$ cat config.mk
export PLATFORM = sky130hd
export DESIGN_NAME = jvm_exec_top
export DESIGN_NICKNAME = d
export VERILOG_FILES = /design/src/bytecode_pkg.sv /design/src/exec_pkg.sv /design/src/bytecode_decoder.sv /design/src/op_queue.sv /design/src/operand_stack.sv /design/src/stack_executor.sv /design/src/jvm_exec_top.sv
export SDC_FILE = /design/constraint.sdc
export NUM_CORES = 1
export LEC_CHECK = 0
export BUFFER_PORTS_ARGS = -buffer_cell sky130_fd_sc_hd__buf_2
export CORE_MARGIN = 5
export CORE_UTILIZATION = 65
export DETAILED_ROUTE_END_ITERATION = 10
export PLACE_DENSITY = 0.82
export SLEW_MARGIN = 30
export SYNTH_ARGS = -nofsm -noshare
export SYNTH_HDL_FRONTEND = slang
export SYNTH_SLANG_ARGS = --single-unit
$ cat constraint.sdc
create_clock -name clk -period 16.9 [get_ports clk]
set_clock_uncertainty 0.15 [all_clocks]
set_input_delay 1.69 -clock clk [delete_from_list [all_inputs] [get_ports clk]]
set_output_delay 1.69 -clock clk [all_outputs]
set_load 0.01 [all_outputs]
$ cat src/bytecode_pkg.sv
`default_nettype none

package bytecode_pkg;

    // JVM opcode byte values handled by the core
    typedef enum logic [7:0] {
        NOP       = 8'h00,
        ICONST_M1 = 8'h02,
        ICONST_0  = 8'h03,
        ICONST_1  = 8'h04,
        ICONST_2  = 8'h05,
        ICONST_3  = 8'h06,
        ICONST_4  = 8'h07,
        ICONST_5  = 8'h08,
        BIPUSH    = 8'h10,
        SIPUSH    = 8'h11,
        POP       = 8'h57,
        DUP       = 8'h59,
        IADD      = 8'h60,
        ISUB      = 8'h64,
        IAND      = 8'h7e,
        IOR       = 8'h80,
        IXOR      = 8'h82,
        IFEQ      = 8'h99,
        IFNE      = 8'h9a,
        IFLT      = 8'h9b,
        IFGE      = 8'h9c,
        IFGT      = 8'h9d,
        IFLE      = 8'h9e,
        IF_ICMPEQ = 8'h9f,
        IF_ICMPNE = 8'ha0,
        IF_ICMPLT = 8'ha1,
        IF_ICMPGE = 8'ha2,
        IF_ICMPGT = 8'ha3,
        IF_ICMPLE = 8'ha4,
        GOTO      = 8'ha7
    } opcode_t;

    // argument bytes, also read as one big-endian immediate
    typedef union packed {
        struct packed {
            logic [7:0] arg1;   // byte at pc + 1
            logic [7:0] arg2;   // byte at pc + 2
        } bytes;
        logic [15:0] imm;
    } instr_args_t;

    typedef struct packed {
        opcode_t     opcode;
        instr_args_t args;
    } instr_word_t;

    // same order as the JVM branch opcodes, so an offset from IFEQ maps directly
    typedef enum logic [2:0] {
        CMP_EQ,
        CMP_NE,
        CMP_LT,
        CMP_GE,
        CMP_GT,
        CMP_LE
    } cmp_kind_t;

endpackage

`default_nettype wire

$ cat src/exec_pkg.sv
`default_nettype none

package exec_pkg;

    import bytecode_pkg::*;

    localparam int WORD_W      = 32;
    localparam int STACK_DEPTH = 16;
    localparam int SPTR_W      = $clog2(STACK_DEPTH);
    localparam int DEPTH_W     = 5;     // counts 0..STACK_DEPTH
    localparam int QUEUE_DEPTH = 4;
    localparam int QPTR_W      = $clog2(QUEUE_DEPTH);
    localparam int QCNT_W      = QPTR_W + 1;

    typedef enum logic [2:0] {
        ALU_ADD,
        ALU_SUB,
        ALU_AND,
        ALU_OR,
        ALU_XOR
    } alu_sel_t;

    typedef enum logic [2:0] {
        OP_NOP,
        OP_PUSH,
        OP_ALU,
        OP_POP,
        OP_DUP,
        OP_BRANCH,
        OP_GOTO,
        OP_ILLEGAL
    } op_kind_t;

    typedef struct packed {
        op_kind_t          kind;
        alu_sel_t          alu_sel;
        cmp_kind_t         cmp;
        logic              cmp_zero;        // IFxx form, second operand is zero
        logic [WORD_W-1:0] imm;             // sign-extended literal
        logic [15:0]       branch_offset;
        logic [1:0]        length;          // instruction length in bytes
    } decoded_op_t;

    typedef struct packed {
        logic [15:0]        pc_offset;
        logic               jumped;
        logic [WORD_W-1:0]  top;
        logic [DEPTH_W-1:0] depth;
        logic               fault;
    } exec_result_t;

endpackage

`default_nettype wire

$ cat src/bytecode_decoder.sv
`timescale 1ns/100ps
`default_nettype none

module bytecode_decoder
    import bytecode_pkg::*;
    import exec_pkg::*;
(
    input  logic        clk,
    input  logic        rst,
    input  instr_word_t instr,
    input  logic        instr_valid,
    output logic        instr_ready,
    output decoded_op_t op,
    output logic        op_valid,
    input  logic        op_ready
);

    decoded_op_t dec;
    logic [7:0]  const_val;     // ICONST value as a signed byte
    logic [7:0]  cmp_idx;       // position within a branch group
    logic        accept;

    assign const_val = instr.opcode - ICONST_0;

    always_comb begin
        cmp_idx = 8'h00;
        if (instr.opcode >= IF_ICMPEQ) begin
            cmp_idx = instr.opcode - IF_ICMPEQ;
        end else begin
            cmp_idx = instr.opcode - IFEQ;
        end
    end

    always_comb begin
        dec               = '0;
        dec.kind          = OP_NOP;
        dec.alu_sel       = ALU_ADD;
        dec.cmp           = CMP_EQ;
        dec.branch_offset = instr.args.imm;
        dec.length        = 2'd1;

        case (instr.opcode)
            NOP: begin
                dec.kind = OP_NOP;
            end
            ICONST_M1, ICONST_0, ICONST_1, ICONST_2, ICONST_3, ICONST_4, ICONST_5: begin
                dec.kind = OP_PUSH;
                dec.imm  = {{24{const_val[7]}}, const_val};
            end
            BIPUSH: begin
                dec.kind   = OP_PUSH;
                dec.imm    = {{24{instr.args.bytes.arg1[7]}}, instr.args.bytes.arg1};
                dec.length = 2'd2;
            end
            SIPUSH: begin
                dec.kind   = OP_PUSH;
                dec.imm    = {{16{instr.args.imm[15]}}, instr.args.imm};
                dec.length = 2'd3;
            end
            IADD: begin
                dec.kind    = OP_ALU;
                dec.alu_sel = ALU_ADD;
            end
            ISUB: begin
                dec.kind    = OP_ALU;
                dec.alu_sel = ALU_SUB;
            end
            IAND: begin
                dec.kind    = OP_ALU;
                dec.alu_sel = ALU_AND;
            end
            IOR: begin
                dec.kind    = OP_ALU;
                dec.alu_sel = ALU_OR;
            end
            IXOR: begin
                dec.kind    = OP_ALU;
                dec.alu_sel = ALU_XOR;
            end
            POP: dec.kind = OP_POP;
            DUP: dec.kind = OP_DUP;
            IFEQ, IFNE, IFLT, IFGE, IFGT, IFLE: begin
                dec.kind     = OP_BRANCH;
                dec.cmp      = cmp_kind_t'(cmp_idx[2:0]);
                dec.cmp_zero = 1'b1;
                dec.length   = 2'd3;
            end
            IF_ICMPEQ, IF_ICMPNE, IF_ICMPLT, IF_ICMPGE, IF_ICMPGT, IF_ICMPLE: begin
                dec.kind   = OP_BRANCH;
                dec.cmp    = cmp_kind_t'(cmp_idx[2:0]);
                dec.length = 2'd3;
            end
            GOTO: begin
                dec.kind   = OP_GOTO;
                dec.length = 2'd3;
            end
            default: dec.kind = OP_ILLEGAL;     // length stays 1
        endcase
    end

    // one-entry output slot
    assign instr_ready = !op_valid || op_ready;
    assign accept      = instr_valid && instr_ready;

    always_ff @(posedge clk) begin
        if (rst) begin
            op_valid <= 1'b0;
        end else if (accept) begin
            op_valid <= 1'b1;
        end else if (op_ready) begin
            op_valid <= 1'b0;
        end
    end

    always_ff @(posedge clk) begin
        if (accept) begin
            op <= dec;
        end
    end

endmodule

`default_nettype wire

$ cat src/op_queue.sv
`timescale 1ns/100ps
`default_nettype none

module op_queue
    import exec_pkg::*;
(
    input  logic        clk,
    input  logic        rst,
    input  decoded_op_t in,
    input  logic        in_valid,
    output logic        in_ready,
    output decoded_op_t out,
    output logic        out_valid,
    input  logic        out_ready
);

    decoded_op_t       mem [QUEUE_DEPTH];
    logic [QPTR_W-1:0] wr_ptr;
    logic [QPTR_W-1:0] rd_ptr;
    logic [QCNT_W-1:0] count;
    logic              wr_en;
    logic              rd_en;
    logic              full;

    assign full      = count == QCNT_W'(QUEUE_DEPTH);
    assign out_valid = count != '0;
    assign out       = mem[rd_ptr];

    // a full queue still takes a word when the head leaves in the same cycle
    assign in_ready = !full || out_ready;

    assign wr_en = in_valid && in_ready;
    assign rd_en = out_valid && out_ready;

    always_ff @(posedge clk) begin
        if (rst) begin
            wr_ptr <= '0;
            rd_ptr <= '0;
            count  <= '0;
        end else begin
            if (wr_en) wr_ptr <= wr_ptr + 1'b1;   // power-of-two depth wraps naturally
            if (rd_en) rd_ptr <= rd_ptr + 1'b1;
            if (wr_en && !rd_en) begin
                count <= count + 1'b1;
            end else if (rd_en && !wr_en) begin
                count <= count - 1'b1;
            end
        end
    end

    always_ff @(posedge clk) begin
        if (wr_en) begin
            mem[wr_ptr] <= in;
        end
    end

endmodule

`default_nettype wire

$ cat src/operand_stack.sv
`timescale 1ns/100ps
`default_nettype none

module operand_stack
    import exec_pkg::*;
(
    input  logic               clk,
    input  logic               rst,
    input  logic [1:0]         pop_count,
    input  logic               push,
    input  logic [WORD_W-1:0]  push_data,
    input  logic               update,
    output logic [WORD_W-1:0]  top,
    output logic [WORD_W-1:0]  next,
    output logic [DEPTH_W-1:0] depth
);

    logic [WORD_W-1:0]  mem [STACK_DEPTH];
    logic [DEPTH_W-1:0] depth_q;
    logic [DEPTH_W-1:0] base;       // depth after the pops
    logic [DEPTH_W-1:0] top_idx;
    logic [DEPTH_W-1:0] next_idx;

    assign base     = depth_q - DEPTH_W'(pop_count);
    assign top_idx  = depth_q - 1'b1;
    assign next_idx = depth_q - 2'd2;

    always_ff @(posedge clk) begin
        if (rst) begin
            depth_q <= '0;
        end else if (update) begin
            depth_q <= base + DEPTH_W'(push);
        end
    end

    // the push lands on the slot freed by the pops
    always_ff @(posedge clk) begin
        if (update && push) begin
            mem[base[SPTR_W-1:0]] <= push_data;
        end
    end

    assign top   = (depth_q != '0) ? mem[top_idx[SPTR_W-1:0]] : '0;
    assign next  = (depth_q > DEPTH_W'(1)) ? mem[next_idx[SPTR_W-1:0]] : '0;
    assign depth = depth_q;

endmodule

`default_nettype wire

$ cat src/stack_executor.sv
`timescale 1ns/100ps
`default_nettype none

module stack_executor
    import bytecode_pkg::*;
    import exec_pkg::*;
(
    input  logic         clk,
    input  logic         rst,
    input  decoded_op_t  op,
    input  logic         op_valid,
    output logic         op_ready,
    output exec_result_t res,
    output logic         res_valid,
    input  logic         res_ready
);

    logic [WORD_W-1:0]  stk_top;
    logic [WORD_W-1:0]  stk_next;
    logic [DEPTH_W-1:0] stk_depth;

    logic               take;
    logic [1:0]         pops;
    logic               pushes;
    logic               illegal;
    logic               underflow;
    logic               overflow;
    logic               fault;
    logic [WORD_W-1:0]  alu_res;
    logic [WORD_W-1:0]  push_data;
    logic signed [WORD_W-1:0] lhs;
    logic signed [WORD_W-1:0] rhs;
    logic               taken;
    logic               jumped;
    logic [15:0]        pc_offset;

    logic [15:0]        pc_offset_q;
    logic               jumped_q;
    logic               fault_q;

    assign op_ready = !res_valid || res_ready;
    assign take     = op_valid && op_ready;

    // operands consumed and produced per kind
    always_comb begin
        pops   = 2'd0;
        pushes = 1'b0;
        case (op.kind)
            OP_PUSH:   pushes = 1'b1;
            OP_ALU: begin
                pops   = 2'd2;
                pushes = 1'b1;
            end
            OP_POP:    pops = 2'd1;
            OP_DUP: begin
                pops   = 2'd1;    // popped and pushed back twice
                pushes = 1'b1;
            end
            OP_BRANCH: pops = op.cmp_zero ? 2'd1 : 2'd2;
            default: ;
        endcase
    end

    assign illegal   = op.kind == OP_ILLEGAL;
    assign underflow = stk_depth < DEPTH_W'(pops);
    assign overflow  = (op.kind == OP_PUSH || op.kind == OP_DUP)
                       && stk_depth == DEPTH_W'(STACK_DEPTH);
    assign fault     = illegal || underflow || overflow;

    always_comb begin
        case (op.alu_sel)
            ALU_ADD: alu_res = stk_next + stk_top;
            ALU_SUB: alu_res = stk_next - stk_top;
            ALU_AND: alu_res = stk_next & stk_top;
            ALU_OR:  alu_res = stk_next | stk_top;
            ALU_XOR: alu_res = stk_next ^ stk_top;
            default: alu_res = '0;
        endcase
    end

    // deeper entry is the left operand
    assign lhs = op.cmp_zero ? stk_top : stk_next;
    assign rhs = op.cmp_zero ? '0 : stk_top;

    always_comb begin
        case (op.cmp)
            CMP_EQ:  taken = lhs == rhs;
            CMP_NE:  taken = lhs != rhs;
            CMP_LT:  taken = lhs < rhs;
            CMP_GE:  taken = lhs >= rhs;
            CMP_GT:  taken = lhs > rhs;
            CMP_LE:  taken = lhs <= rhs;
            default: taken = 1'b0;
        endcase
    end

    assign jumped    = !fault && (op.kind == OP_GOTO || (op.kind == OP_BRANCH && taken));
    assign pc_offset = jumped ? op.branch_offset : {14'd0, op.length};

    always_comb begin
        case (op.kind)
            OP_ALU:  push_data = alu_res;
            OP_DUP:  push_data = stk_top;
            default: push_data = op.imm;
        endcase
    end

    // DUP pops one and pushes it back, then the extra copy goes on via push_data.
    // done here as pop 0 / push 1 so it fits the single-push stack
    operand_stack stk (
        .clk       (clk),
        .rst       (rst),
        .pop_count (op.kind == OP_DUP ? 2'd0 : pops),
        .push      (pushes),
        .push_data (push_data),
        .update    (take && !fault),
        .top       (stk_top),
        .next      (stk_next),
        .depth     (stk_depth)
    );

    always_ff @(posedge clk) begin
        if (rst) begin
            res_valid <= 1'b0;
        end else if (take) begin
            res_valid <= 1'b1;
        end else if (res_ready) begin
            res_valid <= 1'b0;
        end
    end

    always_ff @(posedge clk) begin
        if (take) begin
            pc_offset_q <= pc_offset;
            jumped_q    <= jumped;
            fault_q     <= fault;
        end
    end

    // stack only moves on a take, so top and depth hold with the record
    assign res = '{
        pc_offset: pc_offset_q,
        jumped:    jumped_q,
        top:       stk_top,
        depth:     stk_depth,
        fault:     fault_q
    };

endmodule

`default_nettype wire

$ cat src/jvm_exec_top.sv
`timescale 1ns/100ps
`default_nettype none

module jvm_exec_top
    import bytecode_pkg::*;
    import exec_pkg::*;
(
    input  logic         clk,
    input  logic         rst,
    input  instr_word_t  instr,
    input  logic         instr_valid,
    output logic         instr_ready,
    output exec_result_t res,
    output logic         res_valid,
    input  logic         res_ready
);

    decoded_op_t op_in;
    logic        op_in_valid;
    logic        op_in_ready;
    decoded_op_t op_out;
    logic        op_out_valid;
    logic        op_out_ready;

    bytecode_decoder bytecode_decoder_i (
        .clk         (clk),
        .rst         (rst),
        .instr       (instr),
        .instr_valid (instr_valid),
        .instr_ready (instr_ready),
        .op          (op_in),
        .op_valid    (op_in_valid),
        .op_ready    (op_in_ready)
    );

    // decouples decode from execution
    op_queue op_queue_i (
        .clk       (clk),
        .rst       (rst),
        .in        (op_in),
        .in_valid  (op_in_valid),
        .in_ready  (op_in_ready),
        .out       (op_out),
        .out_valid (op_out_valid),
        .out_ready (op_out_ready)
    );

    stack_executor stack_executor_i (
        .clk       (clk),
        .rst       (rst),
        .op        (op_out),
        .op_valid  (op_out_valid),
        .op_ready  (op_out_ready),
        .res       (res),
        .res_valid (res_valid),
        .res_ready (res_ready)
    );

endmodule

`default_nettype wire

==> results.py <==
metrics = {
    "timing": {
        "hold_violations": 0,
        "final.setup.tns_ns": 0,
        "drv_slew": 0,
        "setup_viol": 0,
        "setup_slack_ns": 7.424,
        "rsz0062_at_grt": "false",
        "timing.final.crit_period_ns": 9.476,
        "max-slew-margin-rel_pct": 28.73,
        "fmax_mhz": 105.5,
        "worst_slew_pin_slew_ns": 1.069,
        "finalCritPeriodShare_pct": 56.07,
    },
    "synth": {
        "syn_inst": 2513,
        "seq_area_frac_synth_pct": 57.72,
        "synth.yosys.warnings": 0,
        "synthTopCellsByArea": "edfxtp_1 57%, mux4_2 18%, ha_1 4.6%, nand2_1 1.9%, mux2i_1 1.6%",
        "synth_nets": 2692,
        "ys_async_sr_fraction_pct": 0,
        "synth_edf_count": 750,
        "yosysTopAreaCell": "edfxtp_1",
        "yosysUniqueCellTypes": 83,
        "synth-seq-cells": 766,
        "syn_area_um2": 39580,
        "ys_dominant_reg_cell": "edfxtp_1",
        "avgSynthCellArea_um2": 15.75,
        "synth_top_cell_area_share_pct": 56.91,
    },
    "floorplan": {
        "row_count": 90,
        "die_h_um": 256.8,
        "die_x_um": 256.8,
        "start_util_pct": 65.57,
        "die_area_um2": 65920,
        "io_pins": 85,
        "core-area_um2": 60360,
    },
    "detailed_routing": {
        "drc": 0,
        "vias": 25448,
        "drtIter0Drc": 3898,
        "vias_per_cell": 7.361,
        "firstDrtPassIters": 8,
        "antenna_left": 0,
        "drt_wl_total_um": 113700,
        "wl_per_cell_um": 32.88,
    },
    "setup_path": {
        "cp-start-kind": "flip-flop",
        "r2r_setup_slack_ns": 7.42,
        "required_ns": 17.08,
        "worstSetupPathType": "flip-flop to flip-flop",
        "cp.arrival_ns": 9.66,
        "cp_max_fo": 62,
        "cp-end-kind": "flip-flop",
    },
    "placement": {
        "place_congestion": 0.9410,
        "dp_slack_ns": 7.330,
        "hpwl_um": 69310,
        "dp_cells": 3309,
        "io_buffers": 84,
    },
    "min_path": {
        "hp-class": "flip-flop to flip-flop",
    },
    "clock_tree": {
        "cts_resized": 0,
        "clk_path_buf_depth": 3,
        "cts-buffers-inserted": 79,
        "hold_buffers": 0,
        "cts.htree.levels": 3,
        "cts.sinks": 766,
        "cts_tree": "yes",
        "clock-root-buffer": "clkbuf_16",
        "post_cts_buffers": 0,
        "clk_latency_ns": 0.64,
        "path_clk_slew_ns": 0.06,
    },
    "grt": {
        "antenna_found_initial": 2,
        "grt_max_degree": 69,
        "track_usage_pct": 34.36,
        "grt.overflow.total": 0,
        "first_global_vias": 26118,
        "grt_first_pass_wirelength_um": 168000,
    },
    "job": {
        "drv_cap": 0,
    },
    "outcome": {
        "status": "completed",
    },
    "layout": {
        "area_growth_pct": 10.29,
        "finish.net_count": 2789,
        "stdcell_count": 3457,
        "layout-drive-gt1-share_pct": 24.79,
        "final_util_pct": 72.32,
        "fillers": 3513,
    },
}
==> Yosys cell counts (all sizes together), types with 9 or more instances <==
master,count
buf,57
nand2b,15
ha,147
nand2,204
xnor2,53
mux4,330
a21o,30
a211oi,10
nand4,15
nor4,9
a21oi,86
a221o,10
mux2,9
o211ai,14
edfxtp,750
mux2i,63
inv,90
a22oi,45
o22ai,39
nand3,29
nor2,93
and2,17
dfxtp,16
xor2,26
nor3,23
o21ai,103
clkbuf,92
a31oi,16
nor2b,37
==> metal layers <==
| layer | GRT usage (%) | up-vias | share of wire [%] |
|---|---|---|---|
| li1 | - | 10306 | - |
| met1 | 43.58 | 12682 | 33 |
| met2 | 55.33 | 1995 | 48 |
| met3 | 7.192 | 465 | 11 |
| met4 | 20.83 | 0 | 7.6 |
| met5 | 0 | - | 0 |
==> through the flow <==
stage | hold slack, ns | area [µm²]
2_1_floorplan | 0.3087 | 39580
3_3_place_gp | 0.3160 | 41000
3_5_place_dp | 0.3408 | 41130
4_1_cts | 0.3480 | 43600
5_1_grt | 0.3635 | 43650
6_report | 0.3410 | 43650
==> registers in the layout, summed over array words and instances, names as in the netlist, named ones only <==
register and count:
op_queue_i.count 3, stack_executor_i.jumped_q 1, stack_executor_i.stk.depth 5, op_queue_i.wr_ptr 2, op_queue_i.rd_ptr 2, stack_executor_i.res_valid 1
stack_executor_i.pc_offset_q 16, bytecode_decoder_i.op 44, bytecode_decoder_i.op_valid 1, stack_executor_i.stk.mem 512, op_queue_i.mem 176, stack_executor_i.fault_q 1
==> worst paths after layout <==
path | start | cells past startpoint | to
hold / removal | bytecode_decoder_i.op[58]$_DFFE_PP_ | 0 | op_queue_i.mem[2][58]$_DFFE_PP_
setup / recovery | stack_executor_i.stk.depth[1]$_SDFFE_PP0P_ | 22 | stack_executor_i.stk.mem[5][26]$_DFFE_PP_
hold reg to reg | bytecode_decoder_i.op[58]$_DFFE_PP_ | 0 | op_queue_i.mem[2][58]$_DFFE_PP_
setup reg to reg | stack_executor_i.stk.depth[1]$_SDFFE_PP0P_ | 22 | stack_executor_i.stk.mem[5][26]$_DFFE_PP_
==> worst max-delay path, cell delays in order (launching register included) <==
cell	delay (ns)
dfxtp_4	0.33
buf_4	0.73
clkinv_1	0.69
ha_4	0.83
buf_16	0.31
buf_4	0.77
mux4_2	0.48
mux2i_1	0.18
o22ai_1	0.26
or4b_1	0.74
o21ai_0	0.39
o21ai_0	0.19
xnor2_1	0.18
ha_1	0.42
nand2_1	0.10
nor3_1	0.22
a221o_1	0.23
nor3_1	0.07
a21o_1	0.21
o21ai_0	0.48
nand3_1	0.16
mux2_2	0.30
o2111ai_2	0.61
==> final cells by class <==
type                            count  area [µm²]  share of cell area, %
Sequential cell                   766       22850                  52.36
Clock inverter                     39       365.4                 0.8370
Clock buffer                      106        2100                  4.810
Multi-Input combinational cell   1506       15930                  36.49
Tap cell                          782       978.4                  2.242
Inverter                           92       345.3                 0.7912
Timing Repair Buffer              165        1074                  2.460
Antenna cell                        1       2.502               0.005733
==> cell usage in the layout, fill, tap and decap left out, types with 79 or more instances in the layout <==
master	instances
edfxtp_1	750
o21ai_0	95
nor2_1	79
mux4_2	323
inv_1	90
clkbuf_16	80
ha_1	145
buf_2	88
nand2_1	203
a21oi_1	86
==> cells by family (layout without fill, tap and decap cells) <==
family	count (synthesis)	after routing	share of synthesized area [%]
flip-flops	766	766	57.72
AND/OR/NAND/NOR	469	469	5.555
AO/OA/AOI/OAI	405	405	6.665
multiplexers	402	402	20.70
buffers and inverters	241	402	2.684
adder cells (fa/ha/maj)	151	151	4.850
XOR/XNOR	79	79	1.834
other	0	1	0
Power is not shown: default switching activity piles up to over one toggle a cycle in this logic, so the estimate is an artifact.
